===== config.mk =====
export PLATFORM = sky130hd
export DESIGN_NAME = stream_buffer
export DESIGN_NICKNAME = d
export VERILOG_FILES = /design/src/hdl/stream_buffer_pkg.sv /design/src/hdl/feature_ram.sv /design/src/hdl/feature_walker.sv /design/src/hdl/feature_bank.sv /design/src/hdl/stream_buffer_control.sv /design/src/hdl/stream_buffer.sv
export SDC_FILE = /design/constraint.sdc
export NUM_CORES = 2
export LEC_CHECK = 0
export BUFFER_PORTS_ARGS = -buffer_cell sky130_fd_sc_hd__buf_4
export CELL_PAD_IN_SITES_DETAIL_PLACEMENT = 1
export CELL_PAD_IN_SITES_GLOBAL_PLACEMENT = 1
export CORE_ASPECT_RATIO = 0.5
export CORE_UTILIZATION = 35
export DETAILED_ROUTE_END_ITERATION = 16
export PLACE_DENSITY = 0.62
export SYNTH_ARGS = -nofsm -noshare
export SYNTH_HDL_FRONTEND = slang
export SYNTH_SLANG_ARGS = --single-unit

===== constraint.sdc =====
create_clock -name clk -period 2.91 [get_ports clk]
set_input_delay 0 -clock clk [delete_from_list [all_inputs] [get_ports clk]]
set_output_delay 0 -clock clk [all_outputs]
set_load 0.05 [all_outputs]

===== src/hdl/stream_buffer_pkg.sv =====
`default_nettype none

package stream_buffer_pkg;

	// bank geometry
	localparam int unsigned DATA_WIDTH = 16;
	localparam int unsigned ADDR_WIDTH = 6;
	localparam int unsigned DEPTH = 1 << ADDR_WIDTH;

	// walk dimensions, lane changes fastest
	localparam int unsigned LANES = 4;
	localparam int unsigned CHANNELS = 4;
	localparam int unsigned WINDOWS = 8;

	localparam int unsigned READ_LATENCY = 3; // raddr reg + array reg + output pipe
	localparam int unsigned SWEEP_READS = LANES * CHANNELS * WINDOWS;

	localparam int unsigned LANE_BITS = $clog2(LANES);
	localparam int unsigned CHAN_BITS = $clog2(CHANNELS);
	localparam int unsigned WIN_BITS = $clog2(WINDOWS);

	typedef logic [DATA_WIDTH-1:0] feature_t;
	typedef logic [ADDR_WIDTH-1:0] bank_addr_t;

	localparam bank_addr_t WINDOW_STRIDE = bank_addr_t'(4);

	// terminal counts of the walker counters
	localparam logic [LANE_BITS-1:0] LANE_LAST = LANE_BITS'(LANES - 1);
	localparam logic [CHAN_BITS-1:0] CHAN_LAST = CHAN_BITS'(CHANNELS - 1);
	localparam logic [WIN_BITS-1:0] WIN_LAST = WIN_BITS'(WINDOWS - 1);

	typedef struct packed {
		logic en;
		bank_addr_t addr;
		feature_t data;
	} bank_write_t;

	typedef struct packed {
		feature_t b0; // bank 0 word
		feature_t b1; // bank 1 word, same address
	} feature_pair_t;

endpackage

`default_nettype wire


===== src/hdl/feature_ram.sv =====
`default_nettype none

module feature_ram (
	input wire clk,
	input wire i_we,
	input wire stream_buffer_pkg::bank_addr_t i_waddr,
	input wire stream_buffer_pkg::feature_t i_wdata,
	input wire stream_buffer_pkg::bank_addr_t i_raddr,
	output stream_buffer_pkg::feature_t o_rdata
);

	stream_buffer_pkg::feature_t mem [0:stream_buffer_pkg::DEPTH-1];

	stream_buffer_pkg::bank_addr_t raddr_q;
	stream_buffer_pkg::feature_t rdata_q;
	stream_buffer_pkg::feature_t rdata_pipe;

	always_ff @(posedge clk) begin
		if (i_we) begin
			mem[i_waddr] <= i_wdata;
		end
	end

	// same-address read during write sees the old word
	always_ff @(posedge clk) begin
		raddr_q <= i_raddr;
		rdata_q <= mem[raddr_q];
		rdata_pipe <= rdata_q; // extra stage for timing
	end

	assign o_rdata = rdata_pipe;

endmodule

`default_nettype wire


===== src/hdl/feature_walker.sv =====
`default_nettype none

module feature_walker (
	input wire clk,
	input wire i_reset,
	input wire i_go,
	output stream_buffer_pkg::bank_addr_t o_addr,
	output logic o_valid,
	output logic o_last
);

	logic active;
	logic [stream_buffer_pkg::LANE_BITS-1:0] lane_cnt;
	logic [stream_buffer_pkg::CHAN_BITS-1:0] chan_cnt;
	logic [stream_buffer_pkg::WIN_BITS-1:0] win_cnt;
	stream_buffer_pkg::bank_addr_t win_base; // first address of current window
	stream_buffer_pkg::bank_addr_t base_addr; // window start + channel
	stream_buffer_pkg::bank_addr_t offset; // lane offset
	logic lane_wrap;
	logic chan_wrap;
	logic final_addr;

	assign lane_wrap = (lane_cnt == stream_buffer_pkg::LANE_LAST);
	assign chan_wrap = (chan_cnt == stream_buffer_pkg::CHAN_LAST);
	assign final_addr = active && lane_wrap && chan_wrap &&
		(win_cnt == stream_buffer_pkg::WIN_LAST);

	always_ff @(posedge clk) begin
		if (i_reset) begin
			active <= 1'b0;
			lane_cnt <= '0;
			chan_cnt <= '0;
			win_cnt <= '0;
			win_base <= '0;
			base_addr <= '0;
			offset <= '0;
		end else if (!active) begin
			if (i_go) begin
				active <= 1'b1; // counters are already at zero
			end
		end else if (final_addr) begin
			active <= 1'b0;
			lane_cnt <= '0;
			chan_cnt <= '0;
			win_cnt <= '0;
			win_base <= '0;
			base_addr <= '0;
			offset <= '0;
		end else if (lane_wrap && chan_wrap) begin
			// jump to the next window start
			win_base <= win_base + stream_buffer_pkg::WINDOW_STRIDE;
			base_addr <= win_base + stream_buffer_pkg::WINDOW_STRIDE;
			win_cnt <= win_cnt + 1'b1;
			chan_cnt <= '0;
			lane_cnt <= '0;
			offset <= '0;
		end else if (lane_wrap) begin
			base_addr <= base_addr + 1'b1;
			chan_cnt <= chan_cnt + 1'b1;
			lane_cnt <= '0;
			offset <= '0;
		end else begin
			offset <= offset + 1'b1;
			lane_cnt <= lane_cnt + 1'b1;
		end
	end

	assign o_addr = base_addr + offset;
	assign o_valid = active;
	assign o_last = final_addr;

endmodule

`default_nettype wire


===== src/hdl/feature_bank.sv =====
`default_nettype none

module feature_bank (
	input wire clk,
	input wire i_reset,
	input wire stream_buffer_pkg::bank_write_t i_write,
	input wire i_go,
	output stream_buffer_pkg::feature_t o_data,
	output logic o_valid,
	output logic o_last
);

	localparam int unsigned LAT = stream_buffer_pkg::READ_LATENCY;

	stream_buffer_pkg::bank_addr_t rd_addr;
	logic walk_valid;
	logic walk_last;
	logic [LAT-1:0] valid_pipe;
	logic [LAT-1:0] last_pipe;

	feature_walker u_walker (
		.clk(clk),
		.i_reset(i_reset),
		.i_go(i_go),
		.o_addr(rd_addr),
		.o_valid(walk_valid),
		.o_last(walk_last)
	);

	feature_ram u_ram (
		.clk(clk),
		.i_we(i_write.en),
		.i_waddr(i_write.addr),
		.i_wdata(i_write.data),
		.i_raddr(rd_addr),
		.o_rdata(o_data)
	);

	// flags follow the address through the ram pipeline
	always_ff @(posedge clk) begin
		if (i_reset) begin
			valid_pipe <= '0;
			last_pipe <= '0;
		end else begin
			valid_pipe <= {valid_pipe[LAT-2:0], walk_valid};
			last_pipe <= {last_pipe[LAT-2:0], walk_last};
		end
	end

	assign o_valid = valid_pipe[LAT-1];
	assign o_last = last_pipe[LAT-1];

endmodule

`default_nettype wire


===== src/hdl/stream_buffer_control.sv =====
`default_nettype none

module stream_buffer_control (
	input wire clk,
	input wire i_reset,
	input wire i_start,
	input wire i_wen1,
	input wire stream_buffer_pkg::bank_addr_t i_waddr,
	input wire stream_buffer_pkg::feature_t i_pool,
	input wire stream_buffer_pkg::feature_t i_eltwise,
	input wire i_eltwise_sel,
	input wire stream_buffer_pkg::feature_t i_b0_data,
	input wire stream_buffer_pkg::feature_t i_b1_data,
	input wire i_rd_valid,
	input wire i_rd_last,
	output stream_buffer_pkg::bank_write_t o_bank1_write,
	output logic o_sweep_go,
	output stream_buffer_pkg::feature_pair_t o_pair,
	output logic o_valid,
	output logic o_busy,
	output logic o_done
);

	logic running; // idle = 0, sweep in flight = 1
	logic pair_last; // o_pair holds the final pair of the sweep
	logic start_ok;

	assign start_ok = i_start && !running;

	// bank 1 write source mux
	always_comb begin
		o_bank1_write.en = i_wen1;
		o_bank1_write.addr = i_waddr;
		if (i_eltwise_sel) begin
			o_bank1_write.data = i_eltwise;
		end else begin
			o_bank1_write.data = i_pool;
		end
	end

	always_ff @(posedge clk) begin
		if (i_reset) begin
			running <= 1'b0;
			o_sweep_go <= 1'b0;
		end else begin
			o_sweep_go <= start_ok;
			if (start_ok) begin
				running <= 1'b1;
			end else if (pair_last) begin
				running <= 1'b0; // back to idle once the last pair is out
			end
		end
	end

	// output stage, one cycle after the banks
	always_ff @(posedge clk) begin
		if (i_reset) begin
			o_valid <= 1'b0;
			pair_last <= 1'b0;
			o_done <= 1'b0;
		end else begin
			o_valid <= i_rd_valid;
			pair_last <= i_rd_valid && i_rd_last;
			o_done <= pair_last;
		end
	end

	always_ff @(posedge clk) begin
		if (i_rd_valid) begin
			o_pair.b0 <= i_b0_data;
			o_pair.b1 <= i_b1_data;
		end
	end

	assign o_busy = running;

endmodule

`default_nettype wire


===== src/hdl/stream_buffer.sv =====
`default_nettype none

module stream_buffer (
	input wire clk,
	input wire i_reset,
	input wire stream_buffer_pkg::bank_write_t i_ddr_write,
	input wire stream_buffer_pkg::bank_addr_t i_waddr,
	input wire i_wen1,
	input wire stream_buffer_pkg::feature_t i_pool,
	input wire stream_buffer_pkg::feature_t i_eltwise,
	input wire i_eltwise_sel,
	input wire i_start,
	output stream_buffer_pkg::feature_pair_t o_pair,
	output logic o_valid,
	output logic o_busy,
	output logic o_done
);

	stream_buffer_pkg::bank_write_t bank1_write;
	stream_buffer_pkg::feature_t b0_data;
	stream_buffer_pkg::feature_t b1_data;
	logic sweep_go;
	logic rd_valid;
	logic rd_last;

	stream_buffer_control u_control (
		.clk(clk),
		.i_reset(i_reset),
		.i_start(i_start),
		.i_wen1(i_wen1),
		.i_waddr(i_waddr),
		.i_pool(i_pool),
		.i_eltwise(i_eltwise),
		.i_eltwise_sel(i_eltwise_sel),
		.i_b0_data(b0_data),
		.i_b1_data(b1_data),
		.i_rd_valid(rd_valid),
		.i_rd_last(rd_last),
		.o_bank1_write(bank1_write),
		.o_sweep_go(sweep_go),
		.o_pair(o_pair),
		.o_valid(o_valid),
		.o_busy(o_busy),
		.o_done(o_done)
	);

	// ddr feature maps
	feature_bank u_bank0 (
		.clk(clk),
		.i_reset(i_reset),
		.i_write(i_ddr_write),
		.i_go(sweep_go),
		.o_data(b0_data),
		.o_valid(rd_valid),
		.o_last(rd_last)
	);

	// pool or eltwise results, walks in lock-step with bank 0
	feature_bank u_bank1 (
		.clk(clk),
		.i_reset(i_reset),
		.i_write(bank1_write),
		.i_go(sweep_go),
		.o_data(b1_data),
		.o_valid(),
		.o_last()
	);

endmodule

`default_nettype wire


==> flow_metrics.py <==
metrics = {
    "floorplan": {
        "core_area_sq_um": 238000,
        "die-area_sq_um": 243000,
        "rows": 126,
        "die_h_microns": 349,
        "die-width_microns": 696,
        "initial_core_util": 0.355,
        "ios": 101,
    },
    "worst_setup_path": {
        "setup.worst_path.end": "u_bank1.u_ram.rdata_q[8]",
        "cp.arrival_ns": 3.51,
        "reg2reg_slack_ns": 0.13,
        "cp_max_fo": 45,
        "start_kind": "flip-flop",
        "crit_type": "reg -> reg",
        "critPathBufInv": 1,
        "reg2reg_depth": 6,
        "crit_cells": 6,
        "slowest_stage": "mux4_1",
        "cpLargestDelayFamily": "multiplexers",
        "cpPeakStageDelay_ns": 0.66,
        "worstReg2RegStart": "u_bank1.u_ram.raddr_q[0]",
        "cp-end-kind": "flip-flop",
        "crit_start": "u_bank1.u_ram.raddr_q[0]",
        "rr_endpoint": "u_bank1.u_ram.rdata_q[8]",
        "cp.required_ns": 3.64,
        "crit_chain": "buf_12 -> mux4_1 -> mux4_2 -> o22ai_1 -> a211oi_1 -> a31o_1",
    },
    "sta": {
        "finalHoldViolations": 0,
        "fin_skew_ns": 0.0432,
        "grt_setup_unrepaired": "false",
        "min_period_ns": 2.78,
        "slew_headroom": 0.111,
        "timing.setup.tns_ns": 0,
        "finalMaxSlewViolations": 0,
        "hold_ws_ns": 0.0603,
        "setup_viol": 0,
        "worstMarginPinSlew_ns": 1.33,
        "fmax_mhz": 360,
        "fin_crit_sh": 0.955,
    },
    "synth": {
        "synth_top_family_by_area": "multiplexers",
        "synth_flop_cell": "edfxtp_1",
        "synth_edf_count": 2080,
        "ys_warn_count": 0,
        "synth-compound-area-share": 0.0293,
        "syn_inst": 3961,
        "synthXorXnorAreaFrac": 0.00270,
        "syn-num-nets": 4053,
        "async_reset_ff_frac": 0,
        "ys_types": 73,
        "synth_fa_ha_area_frac": 0.00403,
        "netlist_top_cells_count": "edfxtp_1 (2080), mux4_2 (452), nor2_1 (204), dfxtp_1 (135), mux2i_1 (133)",
        "yosys.cell_count.top_type": "edfxtp_1",
        "synth_area_leader_cell": "edfxtp_1",
        "ys_ff_latch": 2215,
        "synthTopCellsByArea": "edfxtp_1 (74%), mux4_2 (12%), dfxtp_1 (3.2%), mux2i_1 (1.6%), nor2_1 (0.91%)",
        "syn_area_sq_um": 84400,
        "synth_top_area_share": 0.740,
        "avgSynthCellArea_sq_um": 21.3,
        "yosys.area_share.simple": 0.0262,
        "synth_mux_area_frac": 0.150,
        "yosysSeqAreaShare": 0.772,
    },
    "clock_network": {
        "cts.sinks": 2215,
        "tritoncts": "yes",
        "cts_setup_buffers": 0,
        "numCtsBuffers": 202,
        "cts_max_level": 4,
        "clk_latency_ns": 0.87,
        "path_clk_slew_ns": 0.06,
        "clockBufferDepth": 4,
        "cts_root_buffer": "clkbuf_16",
    },
    "global_routing": {
        "grt_pass1_wl_mm": 319,
        "grt_remaining_overflow": 0,
        "grt_pass1_vias": 43900,
        "antenna_found_initial": 5,
        "grt_usage": 0.180,
        "grt_max_degree": 65,
    },
    "pwr": {
        "p_per_area_nw_per_um2": 663,
        "vdd_drop_max_mv": 0.475,
        "p_leak_uw": 0.0297,
    },
    "detailed_routing": {
        "drt_pass1_iterations": 7,
        "ant_nets": 0,
        "vias_per_cell": 5.37,
        "num_vias": 41600,
        "route.detailed.drc": 0,
        "first_iter_violations": 4141,
        "wl_per_cell_microns": 28.6,
        "routed_wl_mm": 221,
    },
    "run_status": {
        "outcome": "finished, final reports clean",
    },
    "place": {
        "io_buffers": 100,
        "placed_cell_area_sq_um": 90400,
        "hpwl_mm": 136,
        "gp_congestion": 0.805,
        "dpl.cell_count": 7325,
    },
    "flow_run": {
        "cap_violations": 0,
    },
    "finish": {
        "final_core_util": 0.409,
        "syn_to_final_growth_pct": 15.1,
        "final_cells": 7732,
        "drive_gt1_frac": 0.260,
        "layout.nets": 4462,
        "fin_area_sq_um": 97100,
    },
    "hold_path": {
        "hold_start": "i_eltwise_sel",
        "hold_path.class": "in -> reg",
    },
}
-- report_power, final --
part	switching (uW)	leakage, uW	internal [uW]
Sequential	147	0.0198	35200
Clock	11700	0.00311	14500
Combinational	1710	0.00679	1090
Total	13600	0.0297	50800
-- flip-flops by register name, indices dropped and copies added, names as in the netlist, 3 cells and up --
register                    count
u_bank0.last_pipe               3
u_bank0.u_walker.offset         6
u_bank0.u_ram.o_rdata          16
u_bank0.u_walker.win_base       4
u_bank1.u_walker.win_base       4
u_bank0.u_ram.mem            1024
u_bank1.u_walker.base_addr      6
u_bank1.u_ram.mem            1024
u_bank0.u_ram.rdata_q          16
u_bank1.u_ram.o_rdata          16
u_bank1.u_ram.rdata_q          16
u_bank0.u_ram.raddr_q           6
u_bank0.u_walker.win_cnt        3
u_bank0.valid_pipe              3
u_bank0.u_walker.base_addr      6
u_bank1.u_walker.win_cnt        3
u_bank1.u_ram.raddr_q           6
u_control.o_pair               32
u_bank1.u_walker.offset         6
-- routing by layer --
metal  up-vias  part of all wire  GRT usage
li1      17400                 -          -
met1     22700              0.44      0.250
met2      1223              0.49      0.300
met3       298             0.056     0.0289
met4         4             0.021     0.0391
met5         -           0.00012          0
-- layout make-up --
type / instances / area (sq um)
Fill cell: 22600 / 141000
Sequential cell: 2215 / 65200
Multi-Input combinational cell: 1527 / 17900
Clock buffer: 273 / 5560
Tap cell: 3200 / 4000
Timing Repair Buffer: 414 / 3620
Clock inverter: 89 / 782
Inverter: 10 / 37.5
Antenna cell: 4 / 10.0
-- worst min-delay path by stage --
| stage | to | slack, ns | depth (start not counted) |
|---|---|---|---|
| 6_report | u_bank1.u_ram.mem[44][11] | 0.06 | 2 |
| 5_1_grt | u_bank1.u_ram.mem[13][11] | 0.04 | 2 |
| 4_1_cts | u_bank1.u_ram.mem[0][1] | 0.01 | 2 |
| 3_5_place_dp | u_bank1.u_ram.o_rdata[11] | 0.31 | 0 |
| 3_3_place_gp | u_control.o_busy | 0.29 | 3 |
| 2_1_floorplan | u_bank0.u_ram.mem[0][0] | 0.1 | 0 |
-- cell families after synthesis --
logic type	count (synthesis)
buffers and inverters	219
and+or+nand+nor	467
muxes	650
DFF	2215
xor gates and xnor gates	26
adders and majority gates	26
AOI/OAI and AO/OA	358
-- per-stage QoR --
stage                     total power, uW  worst slack [ns]
final                               64400             0.131
after global routing                66300           0.00860
after CTS                           65100            0.0884
after detailed placement            38900            -0.156
after global placement              38800            -0.203
after floorplan                     37600             0.727
-- layout by cell type (no fill, tap or decap), types with 10 or more instances in the layout --
cell type	instances
mux2_2	39
o22ai_1	87
xor2_1	13
a21oi_1	39
a22oi_1	69
nand2b_1	11
nand3b_1	11
clkinv_1	30
nand2_1	84
and3_1	11
dlygate4sd3_1	41
buf_4	340
nor3_1	12
o221ai_1	21
nand3_1	48
o211ai_1	10
mux2i_1	133
a31oi_1	11
mux4_2	452
xnor2_1	13
buf_12	33
clkbuf_1	52
ha_1	24
mux4_1	26
nor2b_1	23
o21ai_0	33
dfxtp_1	126
clkbuf_16	206
clkinv_2	36
nor2_1	200
clkbuf_8	15
a211oi_1	25
bufinv_16	13
edfxtp_1	2080
-- what timing repair did --
item                        CTS  global route
gates resized for setup       3             1
hold buffers                 41             0
hold endpoints to repair   1349             0
setup endpoints to repair     3             1
(Power assumes the default switching activity.)
